[src/bypass_pkg.sv]
//////////////////////////////////////////////////
// Bypass and hazard unit definitions
//////////////////////////////////////////////////

package bypass_pkg;

  //////////////////////////////////////////////////
  // Register file geometry
  //////////////////////////////////////////////////

  // Width of one register index, x0 to x31
  localparam int unsigned RF_ADDR_W = 5;

  // ID reads rs1 on port 0 and rs2 on port 1
  localparam int unsigned NUM_READ_PORTS = 2;

  typedef logic [RF_ADDR_W-1:0] rf_addr_t;

  //////////////////////////////////////////////////
  // Forwarding selects
  //////////////////////////////////////////////////

  // Operand mux select in ID
  // The EX result wins over the WB result when both hold the register
  typedef enum logic [1:0] {
    SEL_REGFILE = 2'b00,
    SEL_FW_EX   = 2'b01,
    SEL_FW_WB   = 2'b10
  } fw_sel_e;

  // Jump target mux select
  // Only a WB result can reach the jump register path, EX is too late
  typedef enum logic {
    SELJ_REGFILE = 1'b0,
    SELJ_FW_WB   = 1'b1
  } jalr_sel_e;

  //////////////////////////////////////////////////
  // Fetch status
  //////////////////////////////////////////////////

  // Result of the MPU check on the instruction fetch
  // Anything but MPU_OK turns the instruction in ID into a bubble
  typedef enum logic [1:0] {
    MPU_OK       = 2'h0,
    MPU_RE_FAULT = 2'h1,
    MPU_WR_FAULT = 2'h2
  } mpu_status_e;

endpackage

[src/stage_if.sv]
//////////////////////////////////////////////////
// Pipeline stage status bundle
//////////////////////////////////////////////////

`timescale 1ns/1ns

// One instance per stage that can hold a producer (EX or WB)
// None of the fields are qualified with instr_valid here
interface stage_if;

  // Stage holds a real instruction and not a bubble
  logic                 instr_valid;
  // Instruction writes the register file
  logic                 rf_we;
  // Destination register index
  bypass_pkg::rf_addr_t rf_waddr;
  // Load or store in this stage
  logic                 lsu_en;
  // Explicit CSR access
  logic                 csr_en;
  // MRET, which writes mstatus implicitly
  logic                 mret;
  // Wait for interrupt
  logic                 wfi;

  // The top level fills the bundle from its plain ports
  modport source (
    output instr_valid, rf_we, rf_waddr, lsu_en, csr_en, mret, wfi
  );

  // Hazard logic only ever looks
  modport sink (
    input instr_valid, rf_we, rf_waddr, lsu_en, csr_en, mret, wfi
  );

endinterface

[src/match_if.sv]
//////////////////////////////////////////////////
// Register address match bundle
//////////////////////////////////////////////////

`timescale 1ns/1ns

// Raw address matches between the ID read ports and the producers
// The consumer still has to qualify them with valid and write enable
interface match_if;

  // One bit per ID read port, x0 and disabled ports never match
  logic [bypass_pkg::NUM_READ_PORTS-1:0] ex_match;
  logic [bypass_pkg::NUM_READ_PORTS-1:0] wb_match;

  // Port 0 against each stage for the jump register path
  // The read enable is implied by the JALR and is not looked at
  logic                                  ex_jalr_match;
  logic                                  wb_jalr_match;

  modport source (
    output ex_match, wb_match, ex_jalr_match, wb_jalr_match
  );

  modport sink (
    input ex_match, wb_match, ex_jalr_match, wb_jalr_match
  );

endinterface

[src/bypass_select.sv]
//////////////////////////////////////////////////
// Operand bypass select
//////////////////////////////////////////////////

`timescale 1ns/1ns

module bypass_select (
  input  logic [bypass_pkg::NUM_READ_PORTS-1:0] rf_re_i,
  input  bypass_pkg::rf_addr_t                  rf_raddr_i [bypass_pkg::NUM_READ_PORTS],
  stage_if.sink                                 ex_i,
  stage_if.sink                                 wb_i,
  match_if.source                               match_o,
  output bypass_pkg::fw_sel_e                   op_a_sel_o,
  output bypass_pkg::fw_sel_e                   op_b_sel_o,
  output bypass_pkg::jalr_sel_e                 jalr_sel_o
);

  logic [bypass_pkg::NUM_READ_PORTS-1:0] ex_match;
  logic [bypass_pkg::NUM_READ_PORTS-1:0] wb_match;
  logic                                  ex_wr;
  logic                                  wb_wr;
  bypass_pkg::fw_sel_e                   port_sel [bypass_pkg::NUM_READ_PORTS];

  // A stage can only forward when it holds a valid instruction that writes
  assign ex_wr = ex_i.instr_valid && ex_i.rf_we;
  assign wb_wr = wb_i.instr_valid && wb_i.rf_we;

  //////////////////////////////////////////////////
  // Address compare
  //////////////////////////////////////////////////

  // x0 reads as zero, so a write to it never has to be bypassed
  for (genvar p = 0; p < bypass_pkg::NUM_READ_PORTS; p++) begin : gen_port_match
    assign ex_match[p] = (ex_i.rf_waddr == rf_raddr_i[p]) && |rf_raddr_i[p] && rf_re_i[p];
    assign wb_match[p] = (wb_i.rf_waddr == rf_raddr_i[p]) && |rf_raddr_i[p] && rf_re_i[p];
  end

  assign match_o.ex_match      = ex_match;
  assign match_o.wb_match      = wb_match;
  // Same compare on rs1 without the read enable
  assign match_o.ex_jalr_match = (ex_i.rf_waddr == rf_raddr_i[0]) && |rf_raddr_i[0];
  assign match_o.wb_jalr_match = (wb_i.rf_waddr == rf_raddr_i[0]) && |rf_raddr_i[0];

  //////////////////////////////////////////////////
  // Forwarding priority
  //////////////////////////////////////////////////

  // EX holds the younger result, so it has to beat WB
  always_comb begin
    for (int p = 0; p < bypass_pkg::NUM_READ_PORTS; p++) begin
      if (ex_wr && ex_match[p]) begin
        port_sel[p] = bypass_pkg::SEL_FW_EX;
      end else if (wb_wr && wb_match[p]) begin
        port_sel[p] = bypass_pkg::SEL_FW_WB;
      end else begin
        port_sel[p] = bypass_pkg::SEL_REGFILE;
      end
    end
  end

  assign op_a_sel_o = port_sel[0];
  assign op_b_sel_o = port_sel[1];

  // Only an ALU result in WB goes to the jump target
  // Loads are stalled elsewhere
  assign jalr_sel_o = (wb_wr && match_o.wb_jalr_match) ? bypass_pkg::SELJ_FW_WB :
                                                         bypass_pkg::SELJ_REGFILE;

endmodule

[src/stall_control.sv]
//////////////////////////////////////////////////
// Hazard stall control
//////////////////////////////////////////////////

`timescale 1ns/1ns

module stall_control (
  input  logic                    id_valid_i,
  input  logic                    id_jalr_i,
  input  logic                    id_csr_i,
  input  logic                    id_mret_i,
  input  logic                    id_bus_err_i,
  input  logic                    id_trigger_i,
  input  logic                    wb_ready_i,
  input  bypass_pkg::mpu_status_e id_mpu_status_i,
  stage_if.sink                   ex_i,
  stage_if.sink                   wb_i,
  match_if.sink                   match_i,
  output logic                    load_stall_o,
  output logic                    jalr_stall_o,
  output logic                    csr_stall_o,
  output logic                    wfi_stall_o,
  output logic                    deassert_we_o,
  output logic                    id_abort_o
);

  logic ex_wr;
  logic wb_wr;
  logic ex_hz;
  logic wb_hz;
  logic csr_in_id;
  logic csr_write_in_ex_wb;
  logic jalr_in_id;

  //////////////////////////////////////////////////
  // Qualifiers
  //////////////////////////////////////////////////

  // The raw matches know nothing about valid or write enable
  assign ex_wr = ex_i.instr_valid && ex_i.rf_we;
  assign wb_wr = wb_i.instr_valid && wb_i.rf_we;

  // Any read port hitting a live write in that stage
  assign ex_hz = ex_wr && |match_i.ex_match;
  assign wb_hz = wb_wr && |match_i.wb_match;

  assign jalr_in_id = id_valid_i && id_jalr_i;

  // MRET counts as a CSR access because it reads and writes mstatus
  assign csr_in_id = id_valid_i && (id_csr_i || id_mret_i);

  // CSR writes still in flight, explicit ones and those implied by MRET
  assign csr_write_in_ex_wb = (ex_i.instr_valid && (ex_i.csr_en || ex_i.mret)) ||
                              (wb_i.instr_valid && (wb_i.csr_en || wb_i.mret));

  //////////////////////////////////////////////////
  // Stalls
  //////////////////////////////////////////////////

  // A load in EX has no data yet
  // WB data is not final either while the bus has not answered
  assign load_stall_o = (ex_i.lsu_en && ex_hz) || (!wb_ready_i && wb_hz);

  // The jump target only takes WB ALU results
  // Anything in EX and any load in WB has to drain first
  assign jalr_stall_o = jalr_in_id &&
                        ((ex_wr && match_i.ex_jalr_match) ||
                         (wb_wr && wb_i.lsu_en && match_i.wb_jalr_match));

  // Hold a CSR read in ID until older CSR writes have landed
  assign csr_stall_o = csr_in_id && csr_write_in_ex_wb;

  // Keep new work out of EX while a WFI sits there
  assign wfi_stall_o = ex_i.instr_valid && ex_i.wfi;

  // A faulty fetch goes down the pipe as a bubble with no side effects
  // A trigger match is handled the same way
  // Debug mode is entered before execution
  assign deassert_we_o = id_bus_err_i ||
                         (id_mpu_status_i != bypass_pkg::MPU_OK) ||
                         id_trigger_i;

  assign id_abort_o = deassert_we_o;

  // Decode never marks a WFI as a memory access in either stage
  always_comb begin
    assert final (!(ex_i.instr_valid && ex_i.wfi && ex_i.lsu_en) &&
                  !(wb_i.instr_valid && wb_i.wfi && wb_i.lsu_en))
      else $error("WFI flagged as a load or store");
  end

endmodule

[src/bypass_unit.sv]
//////////////////////////////////////////////////
// Bypass and hazard unit top
//////////////////////////////////////////////////

`timescale 1ns/1ns

module bypass_unit (
  // ID stage
  input  logic [bypass_pkg::NUM_READ_PORTS-1:0] rf_re_id_i,
  input  bypass_pkg::rf_addr_t                  rf_raddr_id_i [bypass_pkg::NUM_READ_PORTS],
  input  logic                                  id_valid_i,
  input  logic                                  id_jalr_i,
  input  logic                                  id_csr_i,
  input  logic                                  id_mret_i,
  input  logic                                  id_bus_err_i,
  input  logic                                  id_trigger_i,
  input  bypass_pkg::mpu_status_e               id_mpu_status_i,
  // EX stage
  input  logic                                  ex_valid_i,
  input  logic                                  ex_rf_we_i,
  input  logic                                  ex_lsu_en_i,
  input  logic                                  ex_csr_en_i,
  input  logic                                  ex_mret_i,
  input  logic                                  ex_wfi_i,
  input  bypass_pkg::rf_addr_t                  ex_rf_waddr_i,
  // WB stage
  input  logic                                  wb_valid_i,
  input  logic                                  wb_rf_we_i,
  input  logic                                  wb_lsu_en_i,
  input  logic                                  wb_csr_en_i,
  input  logic                                  wb_mret_i,
  input  logic                                  wb_wfi_i,
  input  bypass_pkg::rf_addr_t                  wb_rf_waddr_i,
  input  logic                                  wb_ready_i,
  // Forwarding selects
  output bypass_pkg::fw_sel_e                   op_a_fw_sel_o,
  output bypass_pkg::fw_sel_e                   op_b_fw_sel_o,
  output bypass_pkg::jalr_sel_e                 jalr_fw_sel_o,
  // Stalls and kill
  output logic                                  load_stall_o,
  output logic                                  jalr_stall_o,
  output logic                                  csr_stall_o,
  output logic                                  wfi_stall_o,
  output logic                                  deassert_we_o,
  output logic                                  id_abort_o
);

  stage_if ex_stage ();
  stage_if wb_stage ();
  match_if rf_match ();

  // Producer side of EX
  assign ex_stage.instr_valid = ex_valid_i;
  assign ex_stage.rf_we       = ex_rf_we_i;
  assign ex_stage.rf_waddr    = ex_rf_waddr_i;
  assign ex_stage.lsu_en      = ex_lsu_en_i;
  assign ex_stage.csr_en      = ex_csr_en_i;
  assign ex_stage.mret        = ex_mret_i;
  assign ex_stage.wfi         = ex_wfi_i;

  // Producer side of WB
  assign wb_stage.instr_valid = wb_valid_i;
  assign wb_stage.rf_we       = wb_rf_we_i;
  assign wb_stage.rf_waddr    = wb_rf_waddr_i;
  assign wb_stage.lsu_en      = wb_lsu_en_i;
  assign wb_stage.csr_en      = wb_csr_en_i;
  assign wb_stage.mret        = wb_mret_i;
  assign wb_stage.wfi         = wb_wfi_i;

  // Address compare and mux selects
  bypass_select u_bypass_select (
    .rf_re_i    (rf_re_id_i),
    .rf_raddr_i (rf_raddr_id_i),
    .ex_i       (ex_stage),
    .wb_i       (wb_stage),
    .match_o    (rf_match),
    .op_a_sel_o (op_a_fw_sel_o),
    .op_b_sel_o (op_b_fw_sel_o),
    .jalr_sel_o (jalr_fw_sel_o)
  );

  // Hazard stalls built on the raw matches
  stall_control u_stall_control (
    .id_valid_i      (id_valid_i),
    .id_jalr_i       (id_jalr_i),
    .id_csr_i        (id_csr_i),
    .id_mret_i       (id_mret_i),
    .id_bus_err_i    (id_bus_err_i),
    .id_trigger_i    (id_trigger_i),
    .wb_ready_i      (wb_ready_i),
    .id_mpu_status_i (id_mpu_status_i),
    .ex_i            (ex_stage),
    .wb_i            (wb_stage),
    .match_i         (rf_match),
    .load_stall_o    (load_stall_o),
    .jalr_stall_o    (jalr_stall_o),
    .csr_stall_o     (csr_stall_o),
    .wfi_stall_o     (wfi_stall_o),
    .deassert_we_o   (deassert_we_o),
    .id_abort_o      (id_abort_o)
  );

endmodule

[config.mk]
export PLATFORM = sky130hd
export DESIGN_NAME = bypass_unit
export DESIGN_NICKNAME = d
export VERILOG_FILES = /design/src/bypass_pkg.sv /design/src/stage_if.sv /design/src/match_if.sv /design/src/bypass_select.sv /design/src/stall_control.sv /design/src/bypass_unit.sv
export SDC_FILE = /design/constraint.sdc
export NUM_CORES = 1
export LEC_CHECK = 0
export ABC_AREA = 1
export BUFFER_PORTS_ARGS = -buffer_cell sky130_fd_sc_hd__buf_2
export CAP_MARGIN = 15
export CORE_MARGIN = 4
export CORE_UTILIZATION = 38
export DETAILED_ROUTE_END_ITERATION = 7
export GPL_ROUTABILITY_DRIVEN = 0
export MAX_ROUTING_LAYER = met4
export PLACE_DENSITY = 0.86
export REMOVE_ABC_BUFFERS = 1
export SLEW_MARGIN = 25
export SYNTH_ARGS = -nofsm -noshare
export SYNTH_HDL_FRONTEND = slang
export SYNTH_SLANG_ARGS = --single-unit
[constraint.sdc]
create_clock -name vclk -period 0.86
set_input_delay 0.043 -clock vclk [all_inputs]
set_output_delay 0.043 -clock vclk [all_outputs]
set_load 0.02 [all_outputs]
==> results of run 1 <==
-- metal layers --
layer / vias up / global-route usage / share of wire
met5: - / - / 0
met4: 0 / 0.0234 / 0.021
met2: 43 / 0.404 / 0.59
met1: 382 / 0.184 / 0.31
li1: 419 / - / -
met3: 6 / 0.0120 / 0.074
-- worst min-delay path, stage by stage --
cell,delay [ns]
buf_6,0.06
or4_4,0.12
buf_6,0.11
-- report_power, final --
part           switching, W  total (W)  internal [W]
Clock                     0          0             0
Sequential                0          0             0
Combinational      0.000218   0.000458      0.000240
Total              0.000218   0.000458      0.000240
-- how the worst min path moves through the flow --
stage | from | slack [ns] | depth (start not counted) | end
global route | id_trigger_i | 0.38 | 3 | deassert_we_o
global placement | ex_wfi_i | 0.38 | 4 | wfi_stall_o
detailed placement | ex_wfi_i | 0.39 | 4 | wfi_stall_o
floorplan | ex_valid_i | 0.21 | 2 | wfi_stall_o
finish | id_trigger_i | 0.37 | 3 | id_abort_o
CTS | id_trigger_i | 0.38 | 3 | id_abort_o
-- through the flow --
stage	hold slack, ns	instances	util	TNS [ns]	total power, W
floorplan	0.208	100	-	-0.0219	0.000175
global placement	0.384	168	0.620	-0.609	0.000322
detailed placement	0.387	168	0.620	-0.760	0.000332
CTS	0.377	169	0.747	-0.431	0.000406
global route	0.385	169	0.799	-0.905	0.000496
finish	0.374	169	0.799	-0.390	0.000458
-- timing repair --
item,4_1_cts,5_1_grt
hold buffers,0,0
buffers inserted,1,0
setup endpoints to repair,9,9
resized for setup,42,19
gates cloned,0,0
pin swaps,18,16
endpoints found under the hold margin,0,0
-- cells in the mapped netlist --
master,n,area (um2)
buf_4,1,7.51
nand3_1,2,10.0
inv_2,3,11.3
nand4_1,2,12.5
nand3_2,3,30.0
o21ai_0,3,15.0
nor2_4,1,11.3
nand3b_1,1,7.51
xnor2_1,12,105
inv_1,14,52.6
or4_1,1,7.51
or2_4,1,8.76
clkinv_1,1,3.75
a21oi_1,3,15.0
nand3b_4,1,20.0
nor2_1,8,30.0
nor2_2,4,25.0
nand2_1,38,143
nand2_2,1,6.26
xor2_1,1,8.76
-- kinds of logic (layout without fill, tap and decap cells) --
group,Yosys count,count (layout),share of synthesized area
AND/OR/NAND/NOR,63,63,0.587
AO/OA/AOI/OAI,6,6,0.0566
XOR/XNOR,13,13,0.215
buffers and inverters,19,72,0.142
-- cell type report --
cell class	count	area, um2
multi-input combinational	82	557
timing repair buffer	54	392
fill	94	262
inverter	18	72.6
tap	15	18.8
==> results.cfg, run 1 <==
[run_status]
violations = setup timing
status = finished with violations

[sta]
clock.fmax_mhz = 1010
fin_crit_sh = 1.15
hold_viol_final = 0
worst_pin_slew_ns = 0.311
period_needed_ns = 0.986
finalMaxSlewViolations = 0
rsz0062_at_grt = yes
slew_headroom = 0.792
fin_ws_ns = -0.126
final-setup-viol-count = 6

[routing]
dr.pass1.iters = 4
wire_per_inst_um = 11.8
via_count = 850
routed_wl_mm = 1.99
ant_nets = 0
drc = 0
drt-initial-drc-count = 18
vias_per_cell = 5.03

[grt]
antenna_found_initial = 0
track_usage = 0.190
grt_pass1_vias = 772
overflow = 0
grt_max_degree = 5
grt_pass1_wl_mm = 2.93

[worst_setup_path]
worstPathArrival_ns = 0.94
cp-start-kind = input port
worstSetupPathDepth = 9
crit_family = simple AND/OR/NAND/NOR gates
cp_slowest_cell = or2_4
worst_ep_required_time_ns = 0.82
path_buf_inv = 2
setup.worst_path.class = in -> out
cp_max_fo = 3
crit_path_cell_trace = buf_6, or2_4, nor2_4, nor2_2, nand3_2, nand2_1, nand2_1, nand2_1, buf_6
crit_start = rf_raddr_id_i[7]
cp_slowest_stage_delay_ns = 0.25
critPathCapture = load_stall_o
worst_path_most_repeated_cell = nand2_1
endpoint_kind = output pin

[hold_path]
hp-class = in -> out

[layout]
layout_commonest_cell = nand2_1
nets = 199
final_cell_mix = nand2_1, buf_2, buf_6
drive_gt1_frac = 0.578
num_antenna_cells = 0
seq_cell_count = 0
syn_to_final_growth_pct = 96.0
design_area_um2 = 1040
regArea_um2 = 0
nClkBuffers = 0

[placed_design]
dp_slack_ns = -0.160
portBuffers = 53
placedInstanceArea_um2 = 807
dp_hpwl_mm = 1.49

[synth]
yosys_warnings = 0
syn_inst = 101
avgSynthCellArea_um2 = 5.25
synth_area_um2 = 531
synth_seq_area_share = 0
synth_cell_types = 20

[floorplanning]
rows = 13
die_area_um2 = 2060
core_area_um2 = 1300
start_util = 0.408
die_h_um = 45.4
die_w_um = 45.4
io_pins = 54

[power]
leakage_nw = 0.591
powerDensity_nw_per_um2 = 440
irDropWorstVdd_v = 0.000276

[run]
drv_cap = 0
(Power assumes the default switching activity.)
==> run 2, diff against run 1 <==
--- a/config.mk
+++ b/config.mk
@@ -6,14 +6,15 @@
 export NUM_CORES = 1
 export LEC_CHECK = 0
 export ABC_AREA = 1
-export BUFFER_PORTS_ARGS = -buffer_cell sky130_fd_sc_hd__buf_2
 export CAP_MARGIN = 15
-export CORE_MARGIN = 4
-export CORE_UTILIZATION = 38
+export CORE_AREA = 4 4 41 43
 export DETAILED_ROUTE_END_ITERATION = 7
+export DIE_AREA = 0 0 45 47
+export DONT_BUFFER_PORTS = 1
 export GPL_ROUTABILITY_DRIVEN = 0
 export MAX_ROUTING_LAYER = met4
-export PLACE_DENSITY = 0.86
+export PLACE_DENSITY = 0.55
+export RECOVER_POWER = 50
 export REMOVE_ABC_BUFFERS = 1
 export SLEW_MARGIN = 25
 export SYNTH_ARGS = -nofsm -noshare
==> run 2 against run 1 <==
  * The run now ends clean
  * Power decreased by 44%
  * Combinational power decreased by 44%
  * Cell count fell by 27%
  * Clock-buffer cell count unchanged
  * Worst hold slack got worse by 0.16 ns
  * Critical path depth is 2 lower
  * Via count decreased by 30%
==> results.cfg, run 2 (same netlist as run 1, synthesis figures left out) <==
[sta]
period_needed_ns = 0.836
slew_headroom = 0.816
rsz0062_at_grt = yes
worst_pin_slew_ns = 0.275
hold_viol_final = 0
fin_crit_sh = 0.972
final-setup-viol-count = 0
clock.fmax_mhz = 1200
finalMaxSlewViolations = 0
tns_ns = 0

[routing]
via_count = 599
drc = 0
dr.pass1.iters = 4
routed_wl_mm = 1.44
wire_per_inst_um = 11.7
vias_per_cell = 4.87
ant_nets = 0
drt-initial-drc-count = 10

[layout]
layout_commonest_cell = nand2_1
final_util = 0.544
syn_to_final_growth_pct = 33.5
design_area_um2 = 708
regArea_um2 = 0
fillerInstances = 141
multi_input_comb_area_um2 = 558
drive_gt1_frac = 0.324
final_cell_mix = nand2_1, inv_1, nor2_1
nClkBuffers = 0
seq_cell_count = 0
nets = 153
num_antenna_cells = 0

[worst_setup_path]
endpoint_kind = output pin
cp_max_fo = 3
cp-start-kind = input port
setup.worst_path.class = in -> out
worstPathArrival_ns = 0.79
worst_ep_required_time_ns = 0.82

[run_status]
status = complete, no violations

[grt]
track_usage = 0.128
overflow = 0
grt_max_degree = 5
antenna_found_initial = 0
grt_pass1_vias = 555
grt_pass1_wl_mm = 2.06

[floorplanning]
io_pins = 54
die_w_um = 45
rows = 13
die_area_um2 = 2120
start_util = 0.408
core_area_um2 = 1300
die_h_um = 47

[power]
irDropWorstVdd_v = 0.000188
leakage_nw = 0.366
powerDensity_nw_per_um2 = 364
totalPowerFinal_w = 0.000257

[placed_design]
portBuffers = 0
dp_hpwl_mm = 1.28
placedInstanceArea_um2 = 594

[hold_path]
hp-class = in -> out

[run]
drv_cap = 0
run 2: per-layer routing:
layer / part of all wire / up-vias / GRT usage
li1: - / 321 / -
met1: 0.38 / 251 / 0.169
met2: 0.52 / 27 / 0.220
met3: 0.11 / 0 / 0.0153
met4: 0 / 0 / 0
met5: 0 / - / -
run 2: timing repair:
item                                    CTS  global route
endpoints found under the hold margin     0             0
gates resized for setup                   0            22
buffers inserted                          0             1
endpoints found under the setup margin    0             5
hold buffers                              0             0
run 2: metrics by stage:
stage | std cells | setup WS, ns | hold WS (ns)
after detailed placement | 122 | 0.00138 | 0.216
final | 123 | 0.0239 | 0.214
after global placement | 122 | 0.0155 | 0.214
after global routing | 123 | -0.0484 | 0.229
after floorplan | 100 | -0.0126 | 0.208
after CTS | 122 | 0.00225 | 0.216
run 2: layout make-up:
type / instances / share of cell area
inverters: 18 / 0.0954
multi-input cells: 82 / 0.788
well taps: 15 / 0.0265
repair buffers: 8 / 0.0901
run 2: worst paths after layout:
path | startpoint | endpoint | cells past startpoint
worst max-delay path | rf_raddr_id_i[7] | load_stall_o | 7
worst min-delay path | ex_valid_i | wfi_stall_o | 2
run 2: power by group:
part           internal [W]  leakage [nW]  switching [W]
Combinational      0.000132         0.366       0.000125
Clock                     0             0              0
Sequential                0             0              0
run 2: worst max-delay path: stages:
cell and delay (ns):
or2_4 0.24, nor2_4 0.14, nor2_4 0.06, nand3_2 0.09, nand2_1 0.05, nand2_1 0.07, nand2_2 0.10
